`src/logic/coreDefs.sv`:
```
`default_nettype none

package coreDefs;

	typedef enum logic [1:0] {
		stFetch,
		stExec,
		stMem,
		stWb
	} seqStateT;

	// RV32I base opcodes handled by the core
	typedef enum logic [6:0] {
		opLui    = 7'b0110111,
		opAuipc  = 7'b0010111,
		opJal    = 7'b1101111,
		opJalr   = 7'b1100111,
		opBranch = 7'b1100011,
		opLoad   = 7'b0000011,
		opStore  = 7'b0100011,
		opImm    = 7'b0010011,
		opReg    = 7'b0110011
	} rvOpcodeT;

	typedef enum logic [4:0] {
		aluAdd, aluSub, aluAnd, aluOr, aluXor,
		aluSlt, aluSltu, aluSll, aluSrl, aluSra,
		aluPassB,
		aluEq, aluNe, aluLt, aluGe, aluLtu, aluGeu
	} aluOpT;

	typedef enum logic {srcReg, srcPc} srcASelT;

	typedef enum logic [1:0] {wbAlu, wbMem, wbLink} wbSelT;

	typedef enum logic [1:0] {pcStep, pcBranch, pcJal, pcJalr} pcSelT;

	typedef struct packed {
		logic    regWrite;
		logic    memRead;
		logic    memWrite;
		logic    aluSrcImm;
		logic    illegal;
		srcASelT srcA;
		aluOpT   aluOp;
		wbSelT   wbSel;
		pcSelT   pcSel;
	} ctrlT;

	typedef struct packed {
		logic [31:0] addr;
		logic [31:0] wdata;
		logic        re;
		logic        we;
	} memReqT;

	// One entry per retired instruction
	typedef struct packed {
		logic        valid;
		logic [31:0] pc;
		logic [31:0] instr;
		logic        rdWrite;
		logic [4:0]  rdAddr;
		logic [31:0] rdData;
		logic [31:0] nextPc;
	} traceT;

endpackage

`default_nettype wire

```
`src/logic/instrDecoder.sv`:
```
`timescale 1ns/1ps
`default_nettype none

module instrDecoder import coreDefs::*; (
	input  logic [31:0] instr,
	output ctrlT        ctrl,
	output logic [31:0] imm
);

	logic [6:0]  opcode;
	logic [2:0]  funct3;
	logic [6:0]  funct7;
	logic [31:0] immI;
	logic [31:0] immS;
	logic [31:0] immB;
	logic [31:0] immU;
	logic [31:0] immJ;

	assign opcode = instr[6:0];
	assign funct3 = instr[14:12];
	assign funct7 = instr[31:25];

	assign immI = {{20{instr[31]}}, instr[31:20]};
	assign immS = {{20{instr[31]}}, instr[31:25], instr[11:7]};
	assign immB = {{19{instr[31]}}, instr[31], instr[7], instr[30:25], instr[11:8], 1'b0};
	assign immU = {instr[31:12], 12'b0};
	assign immJ = {{11{instr[31]}}, instr[31], instr[19:12], instr[20], instr[30:21], 1'b0};

	always_comb begin
		ctrl = '0;
		ctrl.srcA = srcReg;
		ctrl.aluOp = aluAdd;
		ctrl.wbSel = wbAlu;
		ctrl.pcSel = pcStep;
		imm = '0;
		case (opcode)
			opReg: begin
				ctrl.regWrite = 1'b1;
				case (funct3)
					3'b000: ctrl.aluOp = funct7[5] ? aluSub : aluAdd;
					3'b001: ctrl.aluOp = aluSll;
					3'b010: ctrl.aluOp = aluSlt;
					3'b011: ctrl.aluOp = aluSltu;
					3'b100: ctrl.aluOp = aluXor;
					3'b101: ctrl.aluOp = funct7[5] ? aluSra : aluSrl;
					3'b110: ctrl.aluOp = aluOr;
					default: ctrl.aluOp = aluAnd;
				endcase
				// Only SUB and SRA take the alternate funct7
				if (funct7 == 7'b0100000) begin
					if (funct3 != 3'b000 && funct3 != 3'b101)
						ctrl.illegal = 1'b1;
				end else if (funct7 != 7'b0000000) begin
					ctrl.illegal = 1'b1;
				end
			end
			opImm: begin
				ctrl.regWrite = 1'b1;
				ctrl.aluSrcImm = 1'b1;
				imm = immI;
				case (funct3)
					3'b000: ctrl.aluOp = aluAdd;
					3'b010: ctrl.aluOp = aluSlt;
					3'b011: ctrl.aluOp = aluSltu;
					3'b100: ctrl.aluOp = aluXor;
					3'b110: ctrl.aluOp = aluOr;
					3'b111: ctrl.aluOp = aluAnd;
					3'b001: begin
						ctrl.aluOp = aluSll;
						if (funct7 != 7'b0000000)
							ctrl.illegal = 1'b1;
					end
					default: begin
						case (funct7)
							7'b0000000: ctrl.aluOp = aluSrl;
							7'b0100000: ctrl.aluOp = aluSra;
							default: ctrl.illegal = 1'b1;
						endcase
					end
				endcase
			end
			opLui: begin
				ctrl.regWrite = 1'b1;
				ctrl.aluSrcImm = 1'b1;
				ctrl.aluOp = aluPassB;
				imm = immU;
			end
			opAuipc: begin
				ctrl.regWrite = 1'b1;
				ctrl.aluSrcImm = 1'b1;
				ctrl.srcA = srcPc;
				imm = immU;
			end
			opLoad: begin
				ctrl.regWrite = 1'b1;
				ctrl.memRead = 1'b1;
				ctrl.aluSrcImm = 1'b1;
				ctrl.wbSel = wbMem;
				imm = immI;
				// Word access only
				if (funct3 != 3'b010)
					ctrl.illegal = 1'b1;
			end
			opStore: begin
				ctrl.memWrite = 1'b1;
				ctrl.aluSrcImm = 1'b1;
				imm = immS;
				if (funct3 != 3'b010)
					ctrl.illegal = 1'b1;
			end
			opJal: begin
				ctrl.regWrite = 1'b1;
				ctrl.aluSrcImm = 1'b1;
				ctrl.srcA = srcPc;
				ctrl.wbSel = wbLink;
				ctrl.pcSel = pcJal;
				imm = immJ;
			end
			opJalr: begin
				ctrl.regWrite = 1'b1;
				ctrl.aluSrcImm = 1'b1;
				ctrl.wbSel = wbLink;
				ctrl.pcSel = pcJalr;
				imm = immI;
				if (funct3 != 3'b000)
					ctrl.illegal = 1'b1;
			end
			opBranch: begin
				ctrl.pcSel = pcBranch;
				imm = immB;
				case (funct3)
					3'b000: ctrl.aluOp = aluEq;
					3'b001: ctrl.aluOp = aluNe;
					3'b100: ctrl.aluOp = aluLt;
					3'b101: ctrl.aluOp = aluGe;
					3'b110: ctrl.aluOp = aluLtu;
					3'b111: ctrl.aluOp = aluGeu;
					default: ctrl.illegal = 1'b1;
				endcase
			end
			default: ctrl.illegal = 1'b1;
		endcase
		// Illegal words retire as a plain step
		if (ctrl.illegal) begin
			ctrl.regWrite = 1'b0;
			ctrl.memRead = 1'b0;
			ctrl.memWrite = 1'b0;
			ctrl.pcSel = pcStep;
		end
	end

endmodule

`default_nettype wire

```
`src/logic/aluUnit.sv`:
```
`timescale 1ns/1ps
`default_nettype none

module aluUnit import coreDefs::*; (
	input  logic [31:0] a,
	input  logic [31:0] b,
	input  aluOpT       op,
	output logic [31:0] result,
	output logic        taken
);

	logic [4:0] shamt;
	logic       signedLt;
	logic       unsignedLt;

	assign shamt = b[4:0];
	assign signedLt = $signed(a) < $signed(b);
	assign unsignedLt = a < b;

	always_comb begin
		result = '0;
		taken = 1'b0;
		case (op)
			aluAdd:   result = a + b;
			aluSub:   result = a - b;
			aluAnd:   result = a & b;
			aluOr:    result = a | b;
			aluXor:   result = a ^ b;
			aluSll:   result = a << shamt;
			aluSrl:   result = a >> shamt;
			aluSra:   result = $signed(a) >>> shamt;
			aluPassB: result = b;
			aluSlt: begin
				taken = signedLt;
				result = {31'b0, signedLt};
			end
			aluSltu: begin
				taken = unsignedLt;
				result = {31'b0, unsignedLt};
			end
			// Branch compares only raise taken
			aluEq:  taken = (a == b);
			aluNe:  taken = (a != b);
			aluLt:  taken = signedLt;
			aluGe:  taken = !signedLt;
			aluLtu: taken = unsignedLt;
			aluGeu: taken = !unsignedLt;
			default: result = '0;
		endcase
	end

endmodule

`default_nettype wire

```
`src/logic/regFile.sv`:
```
`timescale 1ns/1ps
`default_nettype none

module regFile (
	input  logic        clk,
	input  logic        rstN,
	input  logic [4:0]  rs1,
	input  logic [4:0]  rs2,
	output logic [31:0] rd1,
	output logic [31:0] rd2,
	input  logic        we,
	input  logic [4:0]  rd,
	input  logic [31:0] wd
);

	logic [31:0] regs [32];

	assign rd1 = regs[rs1];
	assign rd2 = regs[rs2];

	// x0 is never written, so it keeps its reset value
	always_ff @(posedge clk or negedge rstN) begin
		if (!rstN) begin
			for (int i = 0; i < 32; i++)
				regs[i] <= '0;
		end else if (we && rd != 5'd0) begin
			regs[rd] <= wd;
		end
	end

	x0ReadsZero: assert property (@(posedge clk) disable iff (!rstN)
		((rs1 == 5'd0) |-> (rd1 == '0)) and ((rs2 == 5'd0) |-> (rd2 == '0)));

endmodule

`default_nettype wire

```
`src/logic/pcUnit.sv`:
```
`timescale 1ns/1ps
`default_nettype none

module pcUnit import coreDefs::*; #(
	parameter logic [31:0] resetPc = 32'h0
) (
	input  logic        clk,
	input  logic        rstN,
	input  logic        update,
	input  pcSelT       pcSel,
	input  logic        taken,
	input  logic [31:0] target,
	output logic [31:0] pc,
	output logic [31:0] nextPc
);

	logic [31:0] stepPc;

	assign stepPc = pc + 32'd4;

	always_comb begin
		case (pcSel)
			pcBranch: nextPc = taken ? target : stepPc;
			pcJal:    nextPc = target;
			// JALR drops bit zero of the sum
			pcJalr:   nextPc = {target[31:1], 1'b0};
			default:  nextPc = stepPc;
		endcase
	end

	always_ff @(posedge clk or negedge rstN) begin
		if (!rstN)
			pc <= resetPc;
		else if (update)
			pc <= nextPc;
	end

	pcAligned: assert property (@(posedge clk) disable iff (!rstN)
		pc[1:0] == 2'b00);

endmodule

`default_nettype wire

```
`src/logic/coreSequencer.sv`:
```
`timescale 1ns/1ps
`default_nettype none

module coreSequencer import coreDefs::*; (
	input  logic     clk,
	input  logic     rstN,
	input  ctrlT     ctrl,
	output seqStateT state,
	output logic     irLoad,
	output logic     resLoad,
	output logic     memStrobe,
	output logic     wbStrobe
);

	seqStateT nextState;

	always_comb begin
		case (state)
			stFetch: nextState = stExec;
			// Only loads and stores visit stMem
			stExec:  nextState = (ctrl.memRead || ctrl.memWrite) ? stMem : stWb;
			stMem:   nextState = stWb;
			default: nextState = stFetch;
		endcase
	end

	always_ff @(posedge clk or negedge rstN) begin
		if (!rstN)
			state <= stFetch;
		else
			state <= nextState;
	end

	assign irLoad = (state == stFetch);
	assign resLoad = (state == stExec);
	assign memStrobe = (state == stMem);
	assign wbStrobe = (state == stWb);

	memOnlyAfterExec: assert property (@(posedge clk) disable iff (!rstN)
		memStrobe |-> $past(state == stExec) && (ctrl.memRead || ctrl.memWrite));

	wbSingleCycle: assert property (@(posedge clk) disable iff (!rstN)
		wbStrobe |=> !wbStrobe);

	fetchOnlyAfterWb: assert property (@(posedge clk) disable iff (!rstN)
		(state != stWb) |=> (state != stFetch));

endmodule

`default_nettype wire

```
`src/logic/coreTop.sv`:
```
`timescale 1ns/1ps
`default_nettype none

module coreTop import coreDefs::*; #(
	parameter logic [31:0] resetPc = 32'h0
) (
	input  logic        clk,
	input  logic        rstN,
	output logic [31:0] imemAddr,
	input  logic [31:0] imemData,
	output memReqT      dmemReq,
	input  logic [31:0] dmemRdata,
	output traceT       retire
);

	seqStateT    state;
	logic        irLoad;
	logic        resLoad;
	logic        memStrobe;
	logic        wbStrobe;
	ctrlT        ctrl;
	logic [31:0] imm;
	logic [31:0] pc;
	logic [31:0] nextPc;
	logic [31:0] target;
	logic [31:0] rd1;
	logic [31:0] rd2;
	logic [31:0] opA;
	logic [31:0] opB;
	logic [31:0] aluResult;
	logic        aluTaken;
	logic [31:0] irReg;
	logic [31:0] resReg;
	logic        takenReg;
	logic [31:0] storeData;
	logic [31:0] loadData;
	logic [31:0] wbData;
	logic        regWe;

	coreSequencer seq0 (
		.clk(clk), .rstN(rstN), .ctrl(ctrl), .state(state), .irLoad(irLoad),
		.resLoad(resLoad), .memStrobe(memStrobe), .wbStrobe(wbStrobe)
	);

	pcUnit #(.resetPc(resetPc)) pc0 (
		.clk(clk), .rstN(rstN), .update(wbStrobe), .pcSel(ctrl.pcSel),
		.taken(takenReg), .target(target), .pc(pc), .nextPc(nextPc)
	);

	instrDecoder dec0 (.instr(irReg), .ctrl(ctrl), .imm(imm));

	regFile rf0 (
		.clk(clk), .rstN(rstN), .rs1(irReg[19:15]), .rs2(irReg[24:20]),
		.rd1(rd1), .rd2(rd2), .we(regWe), .rd(irReg[11:7]), .wd(wbData)
	);

	aluUnit alu0 (.a(opA), .b(opB), .op(ctrl.aluOp), .result(aluResult), .taken(aluTaken));

	assign imemAddr = pc;
	assign opA = (ctrl.srcA == srcPc) ? pc : rd1;
	assign opB = ctrl.aluSrcImm ? imm : rd2;

	// Jumps take their target from the ALU, branches add the offset here
	assign target = (ctrl.pcSel == pcBranch) ? (pc + imm) : resReg;

	always_ff @(posedge clk) begin
		if (irLoad)
			irReg <= imemData;
		if (resLoad) begin
			resReg <= aluResult;
			takenReg <= aluTaken;
			storeData <= rd2;
		end
		if (memStrobe && ctrl.memRead)
			loadData <= dmemRdata;
	end

	assign dmemReq.addr = {resReg[31:2], 2'b00};
	assign dmemReq.wdata = storeData;
	assign dmemReq.re = memStrobe && ctrl.memRead;
	assign dmemReq.we = memStrobe && ctrl.memWrite;

	always_comb begin
		case (ctrl.wbSel)
			wbMem:   wbData = loadData;
			wbLink:  wbData = pc + 32'd4;
			default: wbData = resReg;
		endcase
	end

	assign regWe = wbStrobe && ctrl.regWrite;

	assign retire.valid = wbStrobe;
	assign retire.pc = pc;
	assign retire.instr = irReg;
	assign retire.rdWrite = ctrl.regWrite && (irReg[11:7] != 5'd0);
	assign retire.rdAddr = irReg[11:7];
	assign retire.rdData = wbData;
	assign retire.nextPc = nextPc;

	oneMemStrobe: assert property (@(posedge clk) disable iff (!rstN)
		(state == stMem) |-> (dmemReq.re ^ dmemReq.we));

endmodule

`default_nettype wire

```
`config.mk`:
```
export PLATFORM = sky130hd
export DESIGN_NAME = coreTop
export DESIGN_NICKNAME = d
export VERILOG_FILES = /design/src/logic/coreDefs.sv /design/src/logic/instrDecoder.sv /design/src/logic/aluUnit.sv /design/src/logic/regFile.sv /design/src/logic/pcUnit.sv /design/src/logic/coreSequencer.sv /design/src/logic/coreTop.sv
export SDC_FILE = /design/constraint.sdc
export NUM_CORES = 2
export LEC_CHECK = 0
export ABC_CLOCK_PERIOD_IN_PS = 12200
export BUFFER_PORTS_ARGS = -buffer_cell sky130_fd_sc_hd__buf_4
export CAP_MARGIN = 10
export CORE_ASPECT_RATIO = 0.8
export CORE_UTILIZATION = 58
export DETAILED_ROUTE_END_ITERATION = 10
export HOLD_SLACK_MARGIN = 0.02
export MAX_ROUTING_LAYER = met4
export PLACE_DENSITY_LB_ADDON = 0.05
export SETUP_SLACK_MARGIN = 0.4
export SYNTH_ARGS = -nofsm -noshare
export SYNTH_HDL_FRONTEND = slang
export SYNTH_HIERARCHICAL = 1
export SYNTH_SLANG_ARGS = --single-unit
```
`constraint.sdc`:
```
create_clock -name clk -period 12.2 [get_ports clk]
set_input_delay 1.83 -clock clk [delete_from_list [all_inputs] [get_ports clk]]
set_output_delay 1.83 -clock clk [all_outputs]
set_load 0.1 [all_outputs]
```
; ---- Yosys cells after proc, flatten, opt, wreduce, memory -nomap -nowiden
; Index checks and enable logic that the tools add are counted.
; Widths: inputs -> output; s select.
[classes]
addsub = 4
magnitude_cmp = 6
n_eq_ne = 45
shift = 3
mux = 45
bitwise_logic = 6
reduce_logical = 30
[op_table]
columns = operator, n
row1 = $bwmux 1024, 1
row2 = $pmux 32 s11, 1
row3 = $bmux 32 s5, 2
row4 = $mux 32, 9
row5 = $demux 32 s5, 1
row6 = $pmux 32 s5, 1
row7 = $pmux 32 s3, 1
row8 = $pmux 5 s7, 2
row9 = $add 32x32->32, 2
row10 = $lt 32x32->1, 2
row11 = $pmux 32 s2, 1
row12 = $eq 5x4->1 const B, 8
row13 = $add 32x3->32 const B, 1
row14 = $and 32x32->32, 1
row15 = $eq 32x32->1, 1
row16 = $ne 32x32->1, 1
row17 = $or 32x32->32, 1
row18 = $shl 32x5->32, 1
row19 = $shr 32x5->32, 1
row20 = $sshr 32x5->32, 1
row21 = $sub 32x32->32, 1
row22 = $xor 32x32->32, 1
row23 = $pmux 5 s6, 1
row24 = $eq 7x6->1 const B, 4
row25 = other kinds (40), 93
[totals]
reg_bits = 1187
in_bits = 66
output_inout_bits = 233
wordCells = 178

; ---- Longest topological paths before layout
[depth]
ltp_word = 10
depth_mapped = 24

; ---- Modules after synthesis
; The synthesis kept the hierarchy.
[by_module_without_submodules]
columns = mod, instances, cells_each, area_each_um2
row1 = regFile, 1, 4601, 55528.3
row2 = aluUnit, 1, 1337, 8961.1
row3 = coreTop, 1, 810, 8416.8
row4 = pcUnit, 1, 342, 2680.1
row5 = instrDecoder, 1, 141, 887.1
row6 = coreSequencer, 1, 12, 137.6

; ---- Worst setup path after synthesis
; No wires, ideal clock.
[synth_path]
path_type = register to output
from = register irReg[6]
to = output port retire[30] (netlist bit)
arrival_ns = 5.881
path_slack_ns = 4.489
path_stages_with_launch = 17
cell_sequence = edfxtp_1 > buf_4 > nand2b_1 > or2_2 > a21oi_1 > a21o_1 > ha_1 > clkbuf_1 > a21oi_2 > o2111ai_1 > a211oi_1 > a21oi_1 > a211oi_1 > xor2_1 > o21ai_0 > nor2_1 > nor3_1
[synth_rtl]
columns = item, line
row1 = start: declaration, coreTop.sv:32  ; logic [31:0] irReg;
row2 = start signal: assignment, coreTop.sv:68  ; irReg <= imemData;
row3 = end: declaration, coreTop.sv:13  ; output traceT retire

==> results by group <==
Outcome
  – Status: complete, no violations

Critical path
  – Required @ worst endpoint: 10370 ps
  – CP Launch Type: register
  – Crit path largest cell delay: 1150 ps
  – Worst Path Buf+Inv: 1
  – Crit path top cell by count: a21oi_1
  – R2R Setup Slk: 4220 ps
  – Critical path class: reg2out
  – Total stage count of the critical path: 14
  – Worst Setup SP: irReg[2]
  – Cell family with most CP delay: compound AO/OA/AOI/OAI gates
  – Peak fanout along the critical path: 21
  – Reg2reg path depth: 19
  – Crit-path slowest cell: a21oi_1
  – R2R Path Start: irReg[20]
  – RR Endpoint: resReg[26]
  – Cell Chain, Critical Path: nand3_1 -> a21oi_1 -> a21o_1 -> ha_1 -> a21oi_1 -> o2111ai_1 -> a211oi_1 -> a21oi_1 -> a211oi_1 -> xor2_1 -> o21ai_0 -> nor2_1 -> nor3_1 -> buf_4
  – CP Capture Point: retire[30]
  – Worst setup EP type: output port
  – Critical path data arrival time: between 6000 and 7000 ps

Placed design
  – Port bufs: around 300
  – Placed Cells incl. Taps: 8735
  – Routability congestion estimate: 1.09
  – DPL Wire Length: 198 mm
  – DP Area: around 0.080 mm²

Detailed routing
  – Post-route DRC: 0
  – Wire length per cell: around 34 µm
  – Drt total wl: 309 mm
  – DR pass1 iterations: 9
  – Vias: around 64000
  – Routed Antenna Nets: 0
  – Via density: 7.14
  – Iter 0 DRT Violations: 9789

STA
  – Final Max Slew Viols: 0
  – Fmax: about 120 MHz
  – Relative slew slack: 0.0791
  – RSZ-0062 raised after global routing: no
  – Final Cycle Share: 0.664
  – Least-Margin Pin Slew: ~1400 ps
  – Final setup violation count: 0
  – Clock skew: ~48 ps
  – Final Hold Fails: 0
  – Hold slack: 403 ps
  – Setup_tns: 0 ps
  – Tmin final: 8100 ps

GRT
  – Vias in the first global route: roughly 61000
  – First-pass GRT wire length: approximately 440 mm
  – GR Overflow Total: 0
  – Pin count of the biggest net entering global routing: 177
  – Gr usage total: 0.464
  – Initial antenna violation count: 30

Final layout
  – Final nets: approximately 7300
  – Design Area, Final: 0.0837 mm²
  – Util after Layout: 0.643
  – Most frequent cells in the layout: mux2i_1 (1085), dfrtp_1 (1058), mux2_2 (1052), buf_4 (462), nand2_1 (438)
  – Final non-filler cell total: 8975
  – Syn-to-layout area delta: 9.33%
  – Share of cells above drive strength 1: 0.265
  – Commonest non-fill, non-tap cell in the layout: mux2i_1

Clocking
  – CTS Buf Count: between 100 and 150
  – H-tree depth: 3
  – CTS tree: yes
  – CTS root buffer: clkbuf_16
  – CTS-repair resized insts: 0
  – # Post-CTS Setup Buffers: 0
  – CTS Hold Bufs: 0
  – Clock Tree Buf Depth: 3
  – Clock Latency Late Sink: 800 ps
  – Sink Count: between 1000 and 1500
  – Clock transition time at the flip-flop clock pins of the worst setup and hold paths: roughly 70 ps

Yosys
  – Yosys warnings: 6
  – Post-Synthesis Cells: a little over 7000
  – Synthesized area per cell: 10.6 µm²
  – Post-synthesis instance area: around 0.077 mm²

Pwr
  – Worst VDD drop: approximately 0.00035 V
  – Leak: 39.7 nW
  – P per Cell Area: 267 mW/mm²

Floorplan
  – Chip height: 327 µm
  – # IOs: 299
  – Starting Density: 0.588
  – Die ar.: 0.134 mm²
  – Core ar.: 0.130 mm²
  – Die Wd: 408 µm
  – # rows: about 120

Flow run
  – Max-cap viol count: 0

Min path
  – Worst hold path class: reg2reg
[worst register-to-register path, cell delays in order, from the launching register on]
cell       delay [ps]
edfxtp_1          610
and2_4            610
buf_4             790
a22o_1            310
nor3_1             50
a31oi_1           170
nand3_1           290
mux2_2            370
buf_4             340
inv_1             860
ha_1              530
nor3_1             90
o211ai_1          240
nand3_1           380
o41a_1            590
a2111oi_2         540
o21ai_0           330
a21oi_1           240
xor2_1             90
a211o_1           290
[stage by stage]
step,total power [mW],setup WS [ps]
floorplan,13.8,4490
CTS,21.9,4300
global placement,17.9,4810
global route,22.9,3980
finish,22.4,4100
detailed placement,17.9,4760
[flip-flops by register name (all words and copies together), names as in the netlist]
name	count
pc0/pc	32
loadData	32
rf0/regs	1024
storeData	32
resReg	32
irReg	32
seq0/state	2
takenReg	1
[final cells by class]
class	instances	area, µm²
Inverter	134	503
Antenna cell	18	45.0
Timing Repair Buffer	479	3800
Clock inverter	62	793
Sequential cell	1187	30300
Multi-Input combinational cell	5195	42700
Fill cell	10300	46500
Clock buffer	160	3370
Tap cell	1740	2180
[worst min-delay path by stage]
stage                              start             end  cells past startpoint
final                     rf0/regs[1015]  rf0/regs[1015]                      0
after global routing       rf0/regs[999]   rf0/regs[999]                      0
after detailed placement  rf0/regs[1012]  rf0/regs[1012]                      0
after global placement    rf0/regs[1020]  rf0/regs[1020]                      0
after floorplan           rf0/regs[1000]  rf0/regs[1000]                      1
after CTS                 rf0/regs[1001]  rf0/regs[1001]                      0
[routing by layer]
metal | global-route usage | up-vias | share of wire
met5 | - | - | 0
met4 | 0.229 | 0 | 0.056
met3 | 0.136 | 853 | 0.13
met2 | 0.620 | 4256 | 0.41
met1 | 0.637 | 32500 | 0.41
li1 | - | 26400 | -
[power breakdown]
part / total (mW) / internal, mW / switching (mW)
clock network: 3.97 / 2.26 / 1.71
registers: 5.05 / 4.52 / 0.535
logic: 13.4 / 3.73 / 9.64
total: 22.4 / 10.5 / 11.9
Note: power is estimated with default switching activity, not from simulation.
